### src/cop_settings.svh
// Shared coprocessor constants and instruction field positions, included by packages and RTL
`ifndef COP_SETTINGS_SVH
`define COP_SETTINGS_SVH

`define COP_NREGS   16          // Coprocessor register count
`define COP_RIDX_W  4           // Register index width

// Major opcode, custom-0 space
`define COP_OPCODE  7'b0001011

// Field positions in the instruction word, low bit of each field
`define COP_RD_LSB  7           // rd, 5 bits
`define COP_F3_LSB  12          // Operation select, 3 bits
`define COP_RS1_LSB 15          // Coprocessor rs1, 4 bits
`define COP_RS2_LSB 20          // Coprocessor rs2, 4 bits
`define COP_IMM_LSB 25          // Immediate, 7 bits

`endif

### src/cop_isa_pkg.sv
// Instruction-side types of the coprocessor, imported by the decoder, execute stage and top
`include "cop_settings.svh"

package cop_isa_pkg;

    // Operation select, taken from bits 14:12 of the encoding
    // Value 7 has no operation and is flagged illegal by the decoder
    typedef enum logic [2:0] {
        op_xor    = 3'd0,   // crd = crs1 ^ crs2
        op_add    = 3'd1,   // crd = crs1 + crs2, modulo 2^32
        op_rotr   = 3'd2,   // crd = crs1 rotated right by imm[4:0]
        op_ld     = 3'd3,   // crd = mem[rs1 + imm*4]
        op_st     = 3'd4,   // mem[rs1 + imm*4] = crs2
        op_mv2cop = 3'd5,   // crd = CPU rs1 value
        op_mv2gpr = 3'd6    // CPU rd = crs1
    } cop_op_e;

    // Result code returned with every response
    typedef enum logic [2:0] {
        res_ok       = 3'd0,
        res_bad_insn = 3'd1,   // Wrong major opcode or reserved operation
        res_mem_err  = 3'd2    // Memory error on load or store
    } cop_result_e;

    // Decoded instruction fields
    typedef struct packed {
        cop_op_e                 op;
        logic                    illegal;
        logic [4:0]              rd;     // CPU rd for mv2gpr, low bits index coprocessor rd
        logic [`COP_RIDX_W-1:0]  rs1;
        logic [`COP_RIDX_W-1:0]  rs2;
        logic [6:0]              imm;    // Unsigned, word offset or rotate amount
    } cop_dec_t;

endpackage

### src/cop_bus_pkg.sv
// Interface-side types of the coprocessor, the CPU request and response and memory request
package cop_bus_pkg;

    // Instruction request, valid while cpu_insn_req is high
    typedef struct packed {
        logic [31:0] insn_enc;   // Encoded instruction
        logic [31:0] rs1;        // CPU rs1 value
    } cop_req_t;

    // Response toward the CPU, held while cop_insn_rsp waits
    typedef struct packed {
        logic                     wen;     // Write CPU register
        logic [4:0]               waddr;   // CPU register index
        logic [31:0]              wdata;
        cop_isa_pkg::cop_result_e result;
    } cop_rsp_t;

    // Word-wide memory request, enable/stall protocol
    typedef struct packed {
        logic        cen;     // Chip enable, held until not stalled
        logic        wen;     // 1 for store
        logic [31:0] addr;    // Word aligned
        logic [31:0] wdata;
        logic [3:0]  ben;     // Always all ones
    } cop_mem_req_t;

endpackage

### src/cop_decode.sv
// Combinational instruction decoder, splits the encoding into fields and flags illegal ones
`timescale 1ns/1ns
`include "cop_settings.svh"

module cop_decode (
    input  logic [31:0]           insn_enc,   // Raw instruction word from the CPU
    output cop_isa_pkg::cop_dec_t dec         // Decoded fields to the execute stage
);

    import cop_isa_pkg::*;

    logic [6:0] major;          // Major opcode field
    logic [2:0] f3;             // Operation field
    logic       major_bad;
    logic       f3_bad;

    assign major = insn_enc[6:0];
    assign f3    = insn_enc[`COP_F3_LSB +: 3];

    // Anything outside custom-0 is not ours
    assign major_bad = (major != `COP_OPCODE);
    assign f3_bad    = (f3 == 3'd7);             // Reserved operation slot

    always_comb begin
        dec.op      = cop_op_e'(f3);             // Value 7 never reaches execution
        dec.illegal = major_bad || f3_bad;
        dec.rd      = insn_enc[`COP_RD_LSB  +: 5];
        dec.rs1     = insn_enc[`COP_RS1_LSB +: `COP_RIDX_W];
        dec.rs2     = insn_enc[`COP_RS2_LSB +: `COP_RIDX_W];
        dec.imm     = insn_enc[`COP_IMM_LSB +: 7];
    end

endmodule

### src/cop_execute.sv
// Execute stage of the coprocessor, control FSM, datapath, memory sequencing and response hold
`timescale 1ns/1ns
`include "cop_settings.svh"

module cop_execute (
    input  logic                       g_clk,
    input  logic                       arst_n,
    input  cop_bus_pkg::cop_req_t      req,         // Instruction and CPU rs1
    input  logic                       req_valid,
    output logic                       req_ready,
    input  cop_isa_pkg::cop_dec_t      dec,         // Decode of req.insn_enc
    input  logic [31:0]                rdata_a,     // Register at dec.rs1
    input  logic [31:0]                rdata_b,     // Register at dec.rs2
    output logic                       rf_we,
    output logic [`COP_RIDX_W-1:0]     rf_wa,
    output logic [31:0]                rf_wd,
    output cop_bus_pkg::cop_rsp_t      rsp,
    output logic                       rsp_valid,
    input  logic                       rsp_ready,
    output cop_bus_pkg::cop_mem_req_t  mem,
    input  logic [31:0]                mem_rdata,
    input  logic                       mem_stall,
    input  logic                       mem_error
);

    import cop_isa_pkg::*;
    import cop_bus_pkg::*;

    typedef enum logic [1:0] {s_idle, s_mem, s_rsp} cop_state_e;

    cop_state_e  state;
    logic        up_q;           // Low in reset and the first cycle after release
    cop_rsp_t    rsp_q;          // Response held for the CPU
    logic        st_q;           // Memory op in flight is a store
    logic [31:0] addr_q;         // Memory payload, no reset
    logic [31:0] wdata_q;
    logic        acc;            // Instruction handshake this cycle
    logic        is_mem;
    logic        mem_done;       // Non-stalled memory edge
    logic [63:0] rot_full;
    logic [31:0] alu_res;

    assign req_ready = (state == s_idle) && up_q;
    assign acc       = req_valid && req_ready;
    assign is_mem    = !dec.illegal && (dec.op == op_ld || dec.op == op_st);
    assign mem_done  = (state == s_mem) && !mem_stall;
    assign rot_full  = {rdata_a, rdata_a} >> dec.imm[4:0];   // Low half is the rotation

    always_comb begin
        case (dec.op)
            op_xor:    alu_res = rdata_a ^ rdata_b;
            op_add:    alu_res = rdata_a + rdata_b;
            op_rotr:   alu_res = rot_full[31:0];
            op_mv2cop: alu_res = req.rs1;
            default:   alu_res = rdata_a;                    // mv2gpr source
        endcase
    end

    // Register write at the edge entering s_rsp
    always_comb begin
        rf_we = 1'b0;
        rf_wa = dec.rd[`COP_RIDX_W-1:0];
        rf_wd = alu_res;
        if (state == s_mem) begin
            rf_wa = rsp_q.waddr[`COP_RIDX_W-1:0];            // Latched at acceptance
            rf_wd = mem_rdata;
            rf_we = mem_done && !st_q && !mem_error;         // Failed load writes nothing
        end else if (acc && !dec.illegal) begin
            rf_we = (dec.op == op_xor) || (dec.op == op_add) ||
                    (dec.op == op_rotr) || (dec.op == op_mv2cop);
        end
    end

    always_ff @(posedge g_clk or negedge arst_n) begin
        if (!arst_n) begin
            state        <= s_idle;
            up_q         <= 1'b0;
            st_q         <= 1'b0;
            rsp_q.wen    <= 1'b0;
            rsp_q.waddr  <= '0;
            rsp_q.wdata  <= '0;
            rsp_q.result <= res_ok;
        end else begin
            up_q <= 1'b1;                                    // Ack opens one cycle after release
            case (state)
                s_idle: if (acc) begin
                    state        <= is_mem ? s_mem : s_rsp;
                    st_q         <= (dec.op == op_st);
                    rsp_q.wen    <= !dec.illegal && (dec.op == op_mv2gpr);
                    rsp_q.waddr  <= dec.rd;
                    rsp_q.wdata  <= alu_res;
                    rsp_q.result <= dec.illegal ? res_bad_insn : res_ok;
                end
                s_mem: if (mem_done) begin
                    state        <= s_rsp;
                    rsp_q.wdata  <= mem_rdata;               // Visible for debug only
                    rsp_q.result <= mem_error ? res_mem_err : res_ok;
                end
                default: if (rsp_ready) begin                // Response taken
                    state     <= s_idle;
                    rsp_q.wen <= 1'b0;
                end
            endcase
        end
    end

    // Address is CPU rs1 plus unsigned word offset, store data from crs2
    always_ff @(posedge g_clk) begin
        if (acc) begin
            addr_q  <= req.rs1 + {23'd0, dec.imm, 2'b00};
            wdata_q <= rdata_b;
        end
    end

    assign rsp_valid = (state == s_rsp);
    assign rsp       = rsp_q;

    always_comb begin
        mem.cen   = (state == s_mem);
        mem.wen   = st_q;
        mem.addr  = addr_q;
        mem.wdata = wdata_q;
        mem.ben   = 4'hf;                                    // Word access only
    end

endmodule

### src/cop_regfile.sv
// Coprocessor register file, two asynchronous read ports and one synchronous write port
`timescale 1ns/1ns
`include "cop_settings.svh"

module cop_regfile (
    input  logic                   g_clk,
    input  logic                   arst_n,
    input  logic [`COP_RIDX_W-1:0] ra,        // Read port A index
    input  logic [`COP_RIDX_W-1:0] rb,        // Read port B index
    output logic [31:0]            rdata_a,
    output logic [31:0]            rdata_b,
    input  logic                   we,        // Write strobe
    input  logic [`COP_RIDX_W-1:0] wa,
    input  logic [31:0]            wd
);

    logic [31:0] regs [`COP_NREGS];

    // Reads see the stored value, no bypass of a same-cycle write
    assign rdata_a = regs[ra];
    assign rdata_b = regs[rb];

    // All registers start at zero
    always_ff @(posedge g_clk or negedge arst_n) begin
        if (!arst_n) begin
            for (int i = 0; i < `COP_NREGS; i++) begin
                regs[i] <= '0;
            end
        end else if (we) begin
            regs[wa] <= wd;
        end
    end

endmodule

### src/cop_top.sv
// Coprocessor top level, maps the CPU and memory ports onto the decoder, registers and execute stage
`timescale 1ns/1ns
`include "cop_settings.svh"

module cop_top (
    input  logic        g_clk,
    input  logic        arst_n,
    input  logic        cpu_insn_req,    // Instruction valid
    output logic        cop_insn_ack,    // Instruction ready
    input  logic [31:0] cpu_insn_enc,
    input  logic [31:0] cpu_rs1,
    output logic        cop_wen,         // CPU register write
    output logic [4:0]  cop_waddr,
    output logic [31:0] cop_wdata,
    output logic [2:0]  cop_result,
    output logic        cop_insn_rsp,    // Response valid
    input  logic        cpu_insn_ack,    // Response ready
    output logic        cop_mem_cen,
    output logic        cop_mem_wen,
    output logic [31:0] cop_mem_addr,
    output logic [31:0] cop_mem_wdata,
    input  logic [31:0] cop_mem_rdata,
    output logic [3:0]  cop_mem_ben,
    input  logic        cop_mem_stall,
    input  logic        cop_mem_error
);

    import cop_isa_pkg::*;
    import cop_bus_pkg::*;

    cop_req_t               req;
    cop_dec_t               dec;
    cop_rsp_t               rsp;
    cop_mem_req_t           mem;
    logic [31:0]            rdata_a;
    logic [31:0]            rdata_b;
    logic                   rf_we;
    logic [`COP_RIDX_W-1:0] rf_wa;
    logic [31:0]            rf_wd;

    assign req.insn_enc = cpu_insn_enc;
    assign req.rs1      = cpu_rs1;

    assign cop_wen    = rsp.wen;
    assign cop_waddr  = rsp.waddr;
    assign cop_wdata  = rsp.wdata;
    assign cop_result = rsp.result;

    assign cop_mem_cen   = mem.cen;
    assign cop_mem_wen   = mem.wen;
    assign cop_mem_addr  = mem.addr;
    assign cop_mem_wdata = mem.wdata;
    assign cop_mem_ben   = mem.ben;

    cop_decode u_decode (
        .insn_enc (req.insn_enc),
        .dec      (dec)
    );

    // Source fields index the read ports directly
    cop_regfile u_regfile (
        .g_clk   (g_clk),
        .arst_n  (arst_n),
        .ra      (dec.rs1),
        .rb      (dec.rs2),
        .rdata_a (rdata_a),
        .rdata_b (rdata_b),
        .we      (rf_we),
        .wa      (rf_wa),
        .wd      (rf_wd)
    );

    cop_execute u_execute (
        .g_clk     (g_clk),
        .arst_n    (arst_n),
        .req       (req),
        .req_valid (cpu_insn_req),
        .req_ready (cop_insn_ack),
        .dec       (dec),
        .rdata_a   (rdata_a),
        .rdata_b   (rdata_b),
        .rf_we     (rf_we),
        .rf_wa     (rf_wa),
        .rf_wd     (rf_wd),
        .rsp       (rsp),
        .rsp_valid (cop_insn_rsp),
        .rsp_ready (cpu_insn_ack),
        .mem       (mem),
        .mem_rdata (cop_mem_rdata),
        .mem_stall (cop_mem_stall),
        .mem_error (cop_mem_error)
    );

endmodule

### config.mk
export PLATFORM = sky130hd
export DESIGN_NAME = cop_top
export DESIGN_NICKNAME = d
export VERILOG_FILES = /design/src/cop_isa_pkg.sv /design/src/cop_bus_pkg.sv /design/src/cop_decode.sv /design/src/cop_execute.sv /design/src/cop_regfile.sv /design/src/cop_top.sv
export VERILOG_INCLUDE_DIRS = /design/src
export SDC_FILE = /design/constraint.sdc
export NUM_CORES = 1
export LEC_CHECK = 0
export BUFFER_PORTS_ARGS = -buffer_cell sky130_fd_sc_hd__clkbuf_2
export CAP_MARGIN = 20
export CORE_ASPECT_RATIO = 1.2
export CORE_UTILIZATION = 40
export CTS_CLUSTER_DIAMETER = 100
export DETAILED_ROUTE_END_ITERATION = 8
export PLACE_DENSITY = 0.54
export REMOVE_ABC_BUFFERS = 1
export SLEW_MARGIN = 40
export SYNTH_ARGS = -nofsm -noshare
export SYNTH_HDL_FRONTEND = slang
export SYNTH_SLANG_ARGS = --single-unit
### constraint.sdc
create_clock -name g_clk -period 12.4 [get_ports g_clk]
set_clock_uncertainty 0.1 [all_clocks]
set_input_delay 1.86 -clock g_clk [delete_from_list [all_inputs] [get_ports g_clk]]
set_output_delay 1.86 -clock g_clk [all_outputs]
set_load 0.02 [all_outputs]
After elaboration in Yosys (flattened, before gate mapping)
Index checks and enable logic that the tools add are counted.
- flip-flop bits (word level): 621
- input bits: 102
- output and inout port bits: 113
- logic and storage cells: 102
- add/subtract/negate cells: 2
- order comparisons: 4
- equal/unequal tests: 12
- shifts and indexed selects: 1
- muxes and demuxes: 26
- bitwise logic cells: 5
- reduce and logical (&&, ||, !) cells: 27
- operator list (kind ; number):
    $bwmux W512 ; 1
    $bmux W32 S4 ; 2
    $mux W32 ; 6
    $demux W32 S4 ; 1
    $pmux W32 S4 ; 1
    $pmux W35 S2 ; 1
    $shr A64 B5 Y32 ; 1
    $mux W41 ; 1
    $mux W35 ; 1
    $add A32 B32 Y32 ; 1
    $add A32 B9 Y32 ; 1
    $xor A32 B32 Y32 ; 1
    $ge A5 B5 Y1 const B ; 3
    $not A4 Y5 ; 3
    $eq A3 B3 Y1 const B ; 4
    $mux W2 ; 5
    $logic_and A1 B1 Y1 ; 9
    $reduce_and A3 Y1 ; 3
    $ne A7 B4 Y1 const B ; 1
    $eq A3 B2 Y1 const B ; 2
    $logic_or A1 B1 Y1 ; 5
    $lt A5 B1 Y1 const B ; 1
    $logic_not A1 Y1 ; 4
    $mux W1 ; 4
    13 further kinds ; 15

Depth between registers and ports, before layout
Gate-level depths: netlist of run 1.
- depth after elaboration: 8
- gate-level depth with buffers: 22
- mapped depth without buffers: 16

By module
A second synthesis of run 1 with hierarchy kept.
- cells, all modules: 2845
- area, all modules: 36646.4 sq um
- by module, submodules not included (module ; instances ; cells an instance ; area each (sq um)):
    cop_regfile ; 1 ; 1675 ; 26452.9
    cop_execute ; 1 ; 1143 ; 9993.3
    cop_decode ; 1 ; 27 ; 200.2

Least setup slack after synthesis of run 1
OpenSTA, ideal clock, no wires.
- path type: input port to flip-flop
- start: in cpu_insn_enc[20]
- end: reg u_regfile.regs[186] (netlist bit)
- library setup time: 0.137 ns
- arrival: 7.272 ns
- data required time: 12.163 ns
- path slack: 4.891 ns
- cell stages on the path: 18
- path buffers: 5
- path through: buf_1 > buf_1 > buf_1 > mux4_2 > mux4_2 > ha_1 > fa_1 > a211oi_1 > o211ai_1 > a211oi_1 > o21ai_1 > a31o_2 > or3_1 > a32oi_1 > and3_1 > clkbuf_1 > clkbuf_1 > a21oi_1
- cells in the longest elaborated chain, start to end: 8
- elaborated cells on any way between the ends: 9
- RTL lines (what ; RTL line ; source):
    start, declared ; cop_top.sv:10 ; input logic [31:0] cpu_insn_enc,
    $not A4 Y5 (not written as such) ; cop_regfile.sv:21 ; assign rdata_b = regs[rb];
    $bmux W32 S4 ; cop_regfile.sv:21 ;
    $mux W32 (not written as such) (2 in series) ; cop_regfile.sv:21 ;
    via rdata_b[0] ; cop_top.sv:36 ; logic [31:0] rdata_b;
    $add A32 B32 Y32 ; cop_execute.sv:52 ; op_add: alu_res = rdata_a + rdata_b;
    $pmux W32 S4 ; cop_execute.sv:50 ; case (dec.op)
    $mux W32 ; cop_execute.sv:64 ; if (state == s_mem) begin
    $bwmux W512 ; cop_regfile.sv:30 ; regs[wa] <= wd;
    end signal, assigned by index ; cop_regfile.sv:30 ;
    end, declared ; cop_regfile.sv:17 ; logic [31:0] regs [`COP_NREGS];
The timed path passes the listed nets, and every way through them passes these cells. The select of a mux whose other input is x is not followed.
A chain may end at the register's enable or synchronous reset.

Final worst setup path of run 1
- start: in cpu_insn_enc[17]
- end: reg u_regfile.regs[411] (netlist bit)
- cells in the longest elaborated chain, start to end: 8
- elaborated cells on any way between the ends: 10
- RTL lines (what ; RTL line ; source):
    $not A4 Y5 (not written as such) (*) ; cop_regfile.sv:20 ; assign rdata_a = regs[ra];
    $bmux W32 S4 (*) ; cop_regfile.sv:20 ;
    $mux W32 (not written as such) (*) (2 in series) ; cop_regfile.sv:20 ;
    $add A32 B32 Y32 (tied with other cells) ; cop_execute.sv:52 ;
    $pmux W32 S4 (*) ; cop_execute.sv:50 ;
    $mux W32 (*) ; cop_execute.sv:64 ;
    $bwmux W512 (*) ; cop_regfile.sv:30 ;
Every way passes the cells marked *; elsewhere a longest branch is shown, timed or not. The select of a mux whose other input is x is not followed.

==> impl_metrics.ini, run 1 <==
[route]
via_count = 33800
via_per_inst = 6.56
drt-total-wl_um = 175000
firstDrtPassIters = 6
drt_iter0_drc = 4123
wl_per_cell_um = 34.1
ant_nets = 0
drc = 0

[sta]
hold_viol_final = 0
tightest_slew_ps = 968
worst_slack_ps = 4260
slew_violations = 0
tns_ps = 0
final.min_clock_period_ps = 8140
rsz0062_at_grt = false
setup_viol = 0
timing.fmax_mhz = 123
max_slew_margin_pct = 35.0
final.period_utilization_pct = 65.7

[yosys]
synth_ff_type = dfrtp_1
synthDistinctLibCells = 90
ys_ff_latch = 620
yosysTopAreaCell = dfrtp_1
async_reset_ff_share_pct = 89.7
synth_seq_area_share_pct = 41.0
netlist.area_leader.share_pct = 36.1
syn_avg_cell_area_um2 = 10.3
synth-edff-count = 64
synth_common_cells = dfrtp_1, nor2_1, a21oi_1
synthCells = 3765
yosys-top-cells-area = dfrtp_1, mux4_2, a21oi_1
synth_area_um2 = 38600
synth_warnings = 0
yosysMostFrequentCell = dfrtp_1

[cts]
cts.repair.resized = 0
cts.clk_slew.worst_paths_ps = 60
cts_max_level = 3
post_cts_buffers = 0
cts_tree = built
clock_sinks = 620
clk-insertion-delay-late_ps = 660
clockBufferDepth = 3
root_buffer = clkbuf_16
cts_inserted_buffers = 69
ctsHoldBuffers = 0

[setup_path]
path_buf_inv = 2
crit_type = in2reg
worst_path_largest_cell_delay_ps = 770
cp_max_fo = 62
critPathLaunchType = input pin
cp.arrival_ps = 8520
critPathSlowestCell = buf_4
path_cells = clkbuf_8 -> buf_4 -> nand2b_1 -> o22ai_1 -> nor3_1 -> a21oi_1 -> ha_1 -> and4_1 -> nor2b_1 -> nand4b_1 -> and3_1 -> o31ai_1 -> xor2_1 -> a211o_1 -> o21ai_2 -> a31oi_1
critPathRequiredTime_ps = 12780
path_delay_family = compound AO/OA/AOI/OAI gates
end_kind = flip-flop

[global_route]
met2_usage_pct = 54.4
grt_pass1_wl_um = 248000
grt_util_met1_pct = 48.4
grt_pass1_vias = 32100
antenna_found_initial = 8
grt.busiest_layer = met2
grt-ovfl-total = 0
globalRouteTotalUtil_pct = 35.7
use_met3_pct = 6.04
grt_max_degree = 155

[power_and_ir_drop]
p_clk_share_pct = 40.7
power.share.sequential_pct = 41.1
p_per_area_nw_per_um2 = 122
p_switching_mw = 1.65
p_leak_nw = 18.8
swShare_pct = 31.1
ir_drop_mv = 0.0902
share_comb_of_total_power_pct = 18.2
power.internal_mw = 3.65

[placement]
place_area_um2 = 41000
place_congestion = 1.07
dp_hpwl_um = 124000
port_buffers = 207
post-place-ws_ps = 3930

[floorplan]
ios = 215
start_util_pct = 40.4
die_h_um = 342
core_area_um2 = 95400
die_x_um = 286
rows = 124
dieArea_um2 = 97700

[finish]
fillers = 9101
design_area_um2 = 43400
final_layout_size_suffix_gt1_share_pct = 22.5
nNetsFinal = 3973
area_growth_pct = 12.6

[outcome]
outcome = complete, no violations

[worst_hold_path]
hp-class = reg2reg

[run]
cap_violations = 0
[flip-flops by register name, summed over array words and instances (netlist names)]
name,cells
u_execute.addr_q,32
u_execute.rsp,40
u_execute.st_q,1
u_execute.state,2
u_execute.up_q,1
u_execute.wdata_q,32
u_regfile.regs,512
[layer usage]
layer,routed length [µm],up-vias
li1,-,14300
met1,70800,17300
met2,78600,1793
met3,15500,346
met4,10600,2
met5,12,-
[worst min-delay path, delay by kind of cell (launching register included)]
family           cells  cell delay (ps)
AO/OA/AOI/OAI        1               60
AND/OR/NAND/NOR      1               40
flip-flops           1              340
[per-stage QoR]
step | util (%) | hold WS (ps) | total power [mW] | std cells
6_report | 45.5 | 379 | 5.30 | 5151
5_1_grt | 45.5 | 413 | 5.46 | 5146
4_1_cts | 45.4 | 384 | 5.31 | 5144
3_5_place_dp | 43.0 | 370 | 3.15 | 5018
3_3_place_gp | 42.7 | 362 | 3.14 | 5006
2_1_floorplan | - | 360 | 2.66 | 3445
[cells by family after synthesis]
| kind of cell | count (synthesis) | synth area share [%] |
|---|---|---|
| AOI/OAI and AO/OA | 1083 | 18.3 |
| xor gates and xnor gates | 29 | 0.658 |
| adders and majority gates | 40 | 1.34 |
| buffers and inverters | 363 | 4.20 |
| DFF | 620 | 41.0 |
| muxes | 529 | 22.1 |
| other | 2 | 0.0195 |
| and+or+nand+nor | 1099 | 12.3 |
[power by group through the flow]
stage / Clock (mW) / Combinational, mW / Sequential (mW)
after global routing: 2.27 / 1.01 / 2.18
final: 2.16 / 0.965 / 2.18
after detailed placement: 0 / 0.941 / 2.21
after floorplan: 0 / 0.415 / 2.24
after CTS: 2.19 / 0.944 / 2.17
after global placement: 0 / 0.930 / 2.21
[area by class of cell]
type,count,area [µm²],share of cell area [%]
clock inverters,41,455,1.05
diodes,5,12.5,0.0288
repair buffers,315,2080,4.78
clock buffers,85,1900,4.37
inverters,39,151,0.349
well taps,1260,1580,3.63
multi-input cells,2786,21400,49.3
flip-flops and latches,620,15800,36.5
[layout by cell type (no fill, tap or decap), types with 25 or more instances in the layout]
cell type,netlist,final
dfrtp_1,556,556
nor2_1,551,526
a21oi_1,424,423
nand2_1,284,283
mux4_2,239,239
clkbuf_2,1,201
mux2i_1,154,154
mux2_2,130,130
o21ai_0,109,108
buf_4,24,84
clkbuf_16,0,72
edfxtp_1,64,64
o31ai_1,58,57
a22oi_1,56,56
a22o_1,55,55
a31oi_1,54,53
nand3_1,51,51
o22ai_1,46,46
nor3_1,40,40
ha_1,38,38
inv_1,33,33
nand2b_1,27,25
[worst paths after layout]
kind,startpoint,end,slack (ps),depth (start not counted)
setup reg to reg,u_regfile.regs[384],u_regfile.regs[280],6350,13
hold / removal,u_execute.rsp[1],u_execute.rsp[1],380,2
min in group asynchronous,arst_n,u_regfile.regs[188],1030,1
hold reg to reg,u_execute.rsp[1],u_execute.rsp[1],380,2
max in group asynchronous,arst_n,u_execute.rsp[39],9160,5
setup / recovery,cpu_insn_enc[17],u_regfile.regs[411],4260,16
Power figures use the tool's default switching activity.
==> run 2: changes to the inputs <==
==> constraint.sdc (replaced) <==
create_clock -name g_clk -period 8.4 [get_ports g_clk]
set_clock_uncertainty 0.1 [all_clocks]
set_input_delay 1.26 -clock g_clk [delete_from_list [all_inputs] [get_ports g_clk]]
set_output_delay 1.26 -clock g_clk [all_outputs]
set_load 0.02 [all_outputs]
==> run 2 against run 1 <==
  * Final area up 0.88%
  * Sequential power up 47%
  * Die area unchanged
  * Register-to-register slack worse by 3600 ps
  * Global-route usage down 1.3 points
  * Count of clock-buffer cells in the layout unchanged
==> impl_metrics.ini, run 2 (synthesis results as in run 1) <==
[finish]
final_common_cell = dfrtp_1
final_layout_size_suffix_gt1_share_pct = 22.9
largest-register = u_regfile.regs
area_growth_pct = 13.5
nNetsFinal = 4001
largest_reg_flops = 512
layout_common_cells = dfrtp_1, nor2_1, a21oi_1
fillers = 9004

[floorplan]
ios = 215
start_util_pct = 40.4
die_x_um = 286
die_h_um = 342
core_area_um2 = 95400
rows = 124
dieArea_um2 = 97700

[setup_path]
rr_startpoint = u_regfile.regs[0]
critPathRequiredTime_ps = 8820
end_kind = flip-flop
critPathLaunchType = input pin
crit_end = u_regfile.regs[124]
cp.arrival_ps = 6950
crit_type = in2reg
worstReg2RegEnd = u_regfile.regs[124]
cp_max_fo = 49
startpoint = cpu_insn_enc[17]
reg2regPathDepth = 16
r2r_slack_ps = 2700

[route]
drc = 0
ant_nets = 0
via_per_inst = 6.56
drt_iter0_drc = 4283
firstDrtPassIters = 6
drt-total-wl_um = 170000
wl_per_cell_um = 32.7
via_count = 34000

[cts]
clk-insertion-delay-late_ps = 660
cts.clk_slew.worst_paths_ps = 60
post_cts_buffers = 0
clockBufferDepth = 3
cts_max_level = 3
clock_sinks = 620
cts.repair.resized = 0
cts_inserted_buffers = 69
root_buffer = clkbuf_16
ctsHoldBuffers = 0
cts_tree = built

[sta]
tightest_slew_ps = 1000
final.min_clock_period_ps = 6520
tns_ps = 0
hold_viol_final = 0
final.period_utilization_pct = 77.6
rsz0062_at_grt = false
timing.fmax_mhz = 153
slew_violations = 0
setup_viol = 0
holdWs_ps = 376
max_slew_margin_pct = 32.4

[power_and_ir_drop]
ir_drop_mv = 0.141
power.internal_mw = 5.62
p_leak_nw = 19.0
p_switching_mw = 2.45
swShare_pct = 30.4
power.share.sequential_pct = 39.8
p_clk_share_pct = 42.6
share_comb_of_total_power_pct = 17.6
p_per_area_nw_per_um2 = 184

[placement]
place_congestion = 1.08
port_buffers = 207
dp_hpwl_um = 123000

[global_route]
antenna_found_initial = 9
grt_max_degree = 119
grt_pass1_wl_um = 242000
grt-ovfl-total = 0
grt_pass1_vias = 32200
globalRouteTotalUtil_pct = 34.4

[worst_hold_path]
hp-class = reg2reg

[run]
cap_violations = 0

[outcome]
outcome = complete, no violations
[run 2: layout make-up]
class	count	area [µm²]	share of cell area, %
flip-flops and latches	620	15800	36.1
inverters	39	151	0.345
multi-input cells	2786	21400	48.7
clock inverters	43	689	1.57
clock buffers	85	1870	4.26
diodes	6	15.0	0.0343
repair buffers	343	2330	5.31
well taps	1260	1580	3.60
[run 2: power groups by stage]
stage               registers, mW  logic [mW]  clock network [mW]
floorplan                    3.31       0.612                   0
global placement             3.26        1.37                   0
detailed placement           3.27        1.38                   0
CTS                          3.21        1.38                3.47
global route                 3.22        1.48                3.59
finish                       3.21        1.42                3.44
[run 2: critical path, stage by stage]
cell and delay, ps:
clkbuf_8 410, mux4_2 650, mux4_2 650, ha_1 290, fa_1 460, a211oi_1 410, o211ai_1 280, a211oi_1 430
o21ai_1 130, buf_4 180, a31o_2 240, a211oi_1 310, nor4b_1 300, buf_4 200, o21ai_1 130, buf_12 180
mux2_2 270
[run 2: routing by layer]
layer,wire (µm),track usage (%)
met1,68600,46.7
met5,13,0
met3,15800,6.90
met2,75400,52.2
met4,9740,17.5
[run 2: stage by stage]
step / instance area, µm² / worst slack [ps] / power [mW] / instances / util [%]
floorplan: 37100 / 2280 / 3.92 / 3445 / -
global placement: 41000 / 1340 / 4.63 / 5036 / 42.9
detailed placement: 41200 / 1270 / 4.65 / 5045 / 43.2
CTS: 43700 / 1930 / 8.07 / 5173 / 45.8
global route: 43800 / 1550 / 8.30 / 5178 / 45.9
finish: 43800 / 1880 / 8.07 / 5182 / 45.9
[run 2: how the worst min path moves through the flow]
stage / startpoint / end / slack (ps) / depth (start not counted)
6_report: u_execute.rsp[39] / u_execute.rsp[39] / 380 / 2
3_5_place_dp: u_execute.rsp[39] / u_execute.rsp[39] / 360 / 2
4_1_cts: u_execute.rsp[39] / u_execute.rsp[39] / 380 / 2
2_1_floorplan: u_regfile.regs[215] / u_regfile.regs[215] / 360 / 2
3_3_place_gp: u_execute.rsp[39] / u_execute.rsp[39] / 360 / 2
5_1_grt: u_execute.rsp[14] / u_execute.rsp[14] / 400 / 2
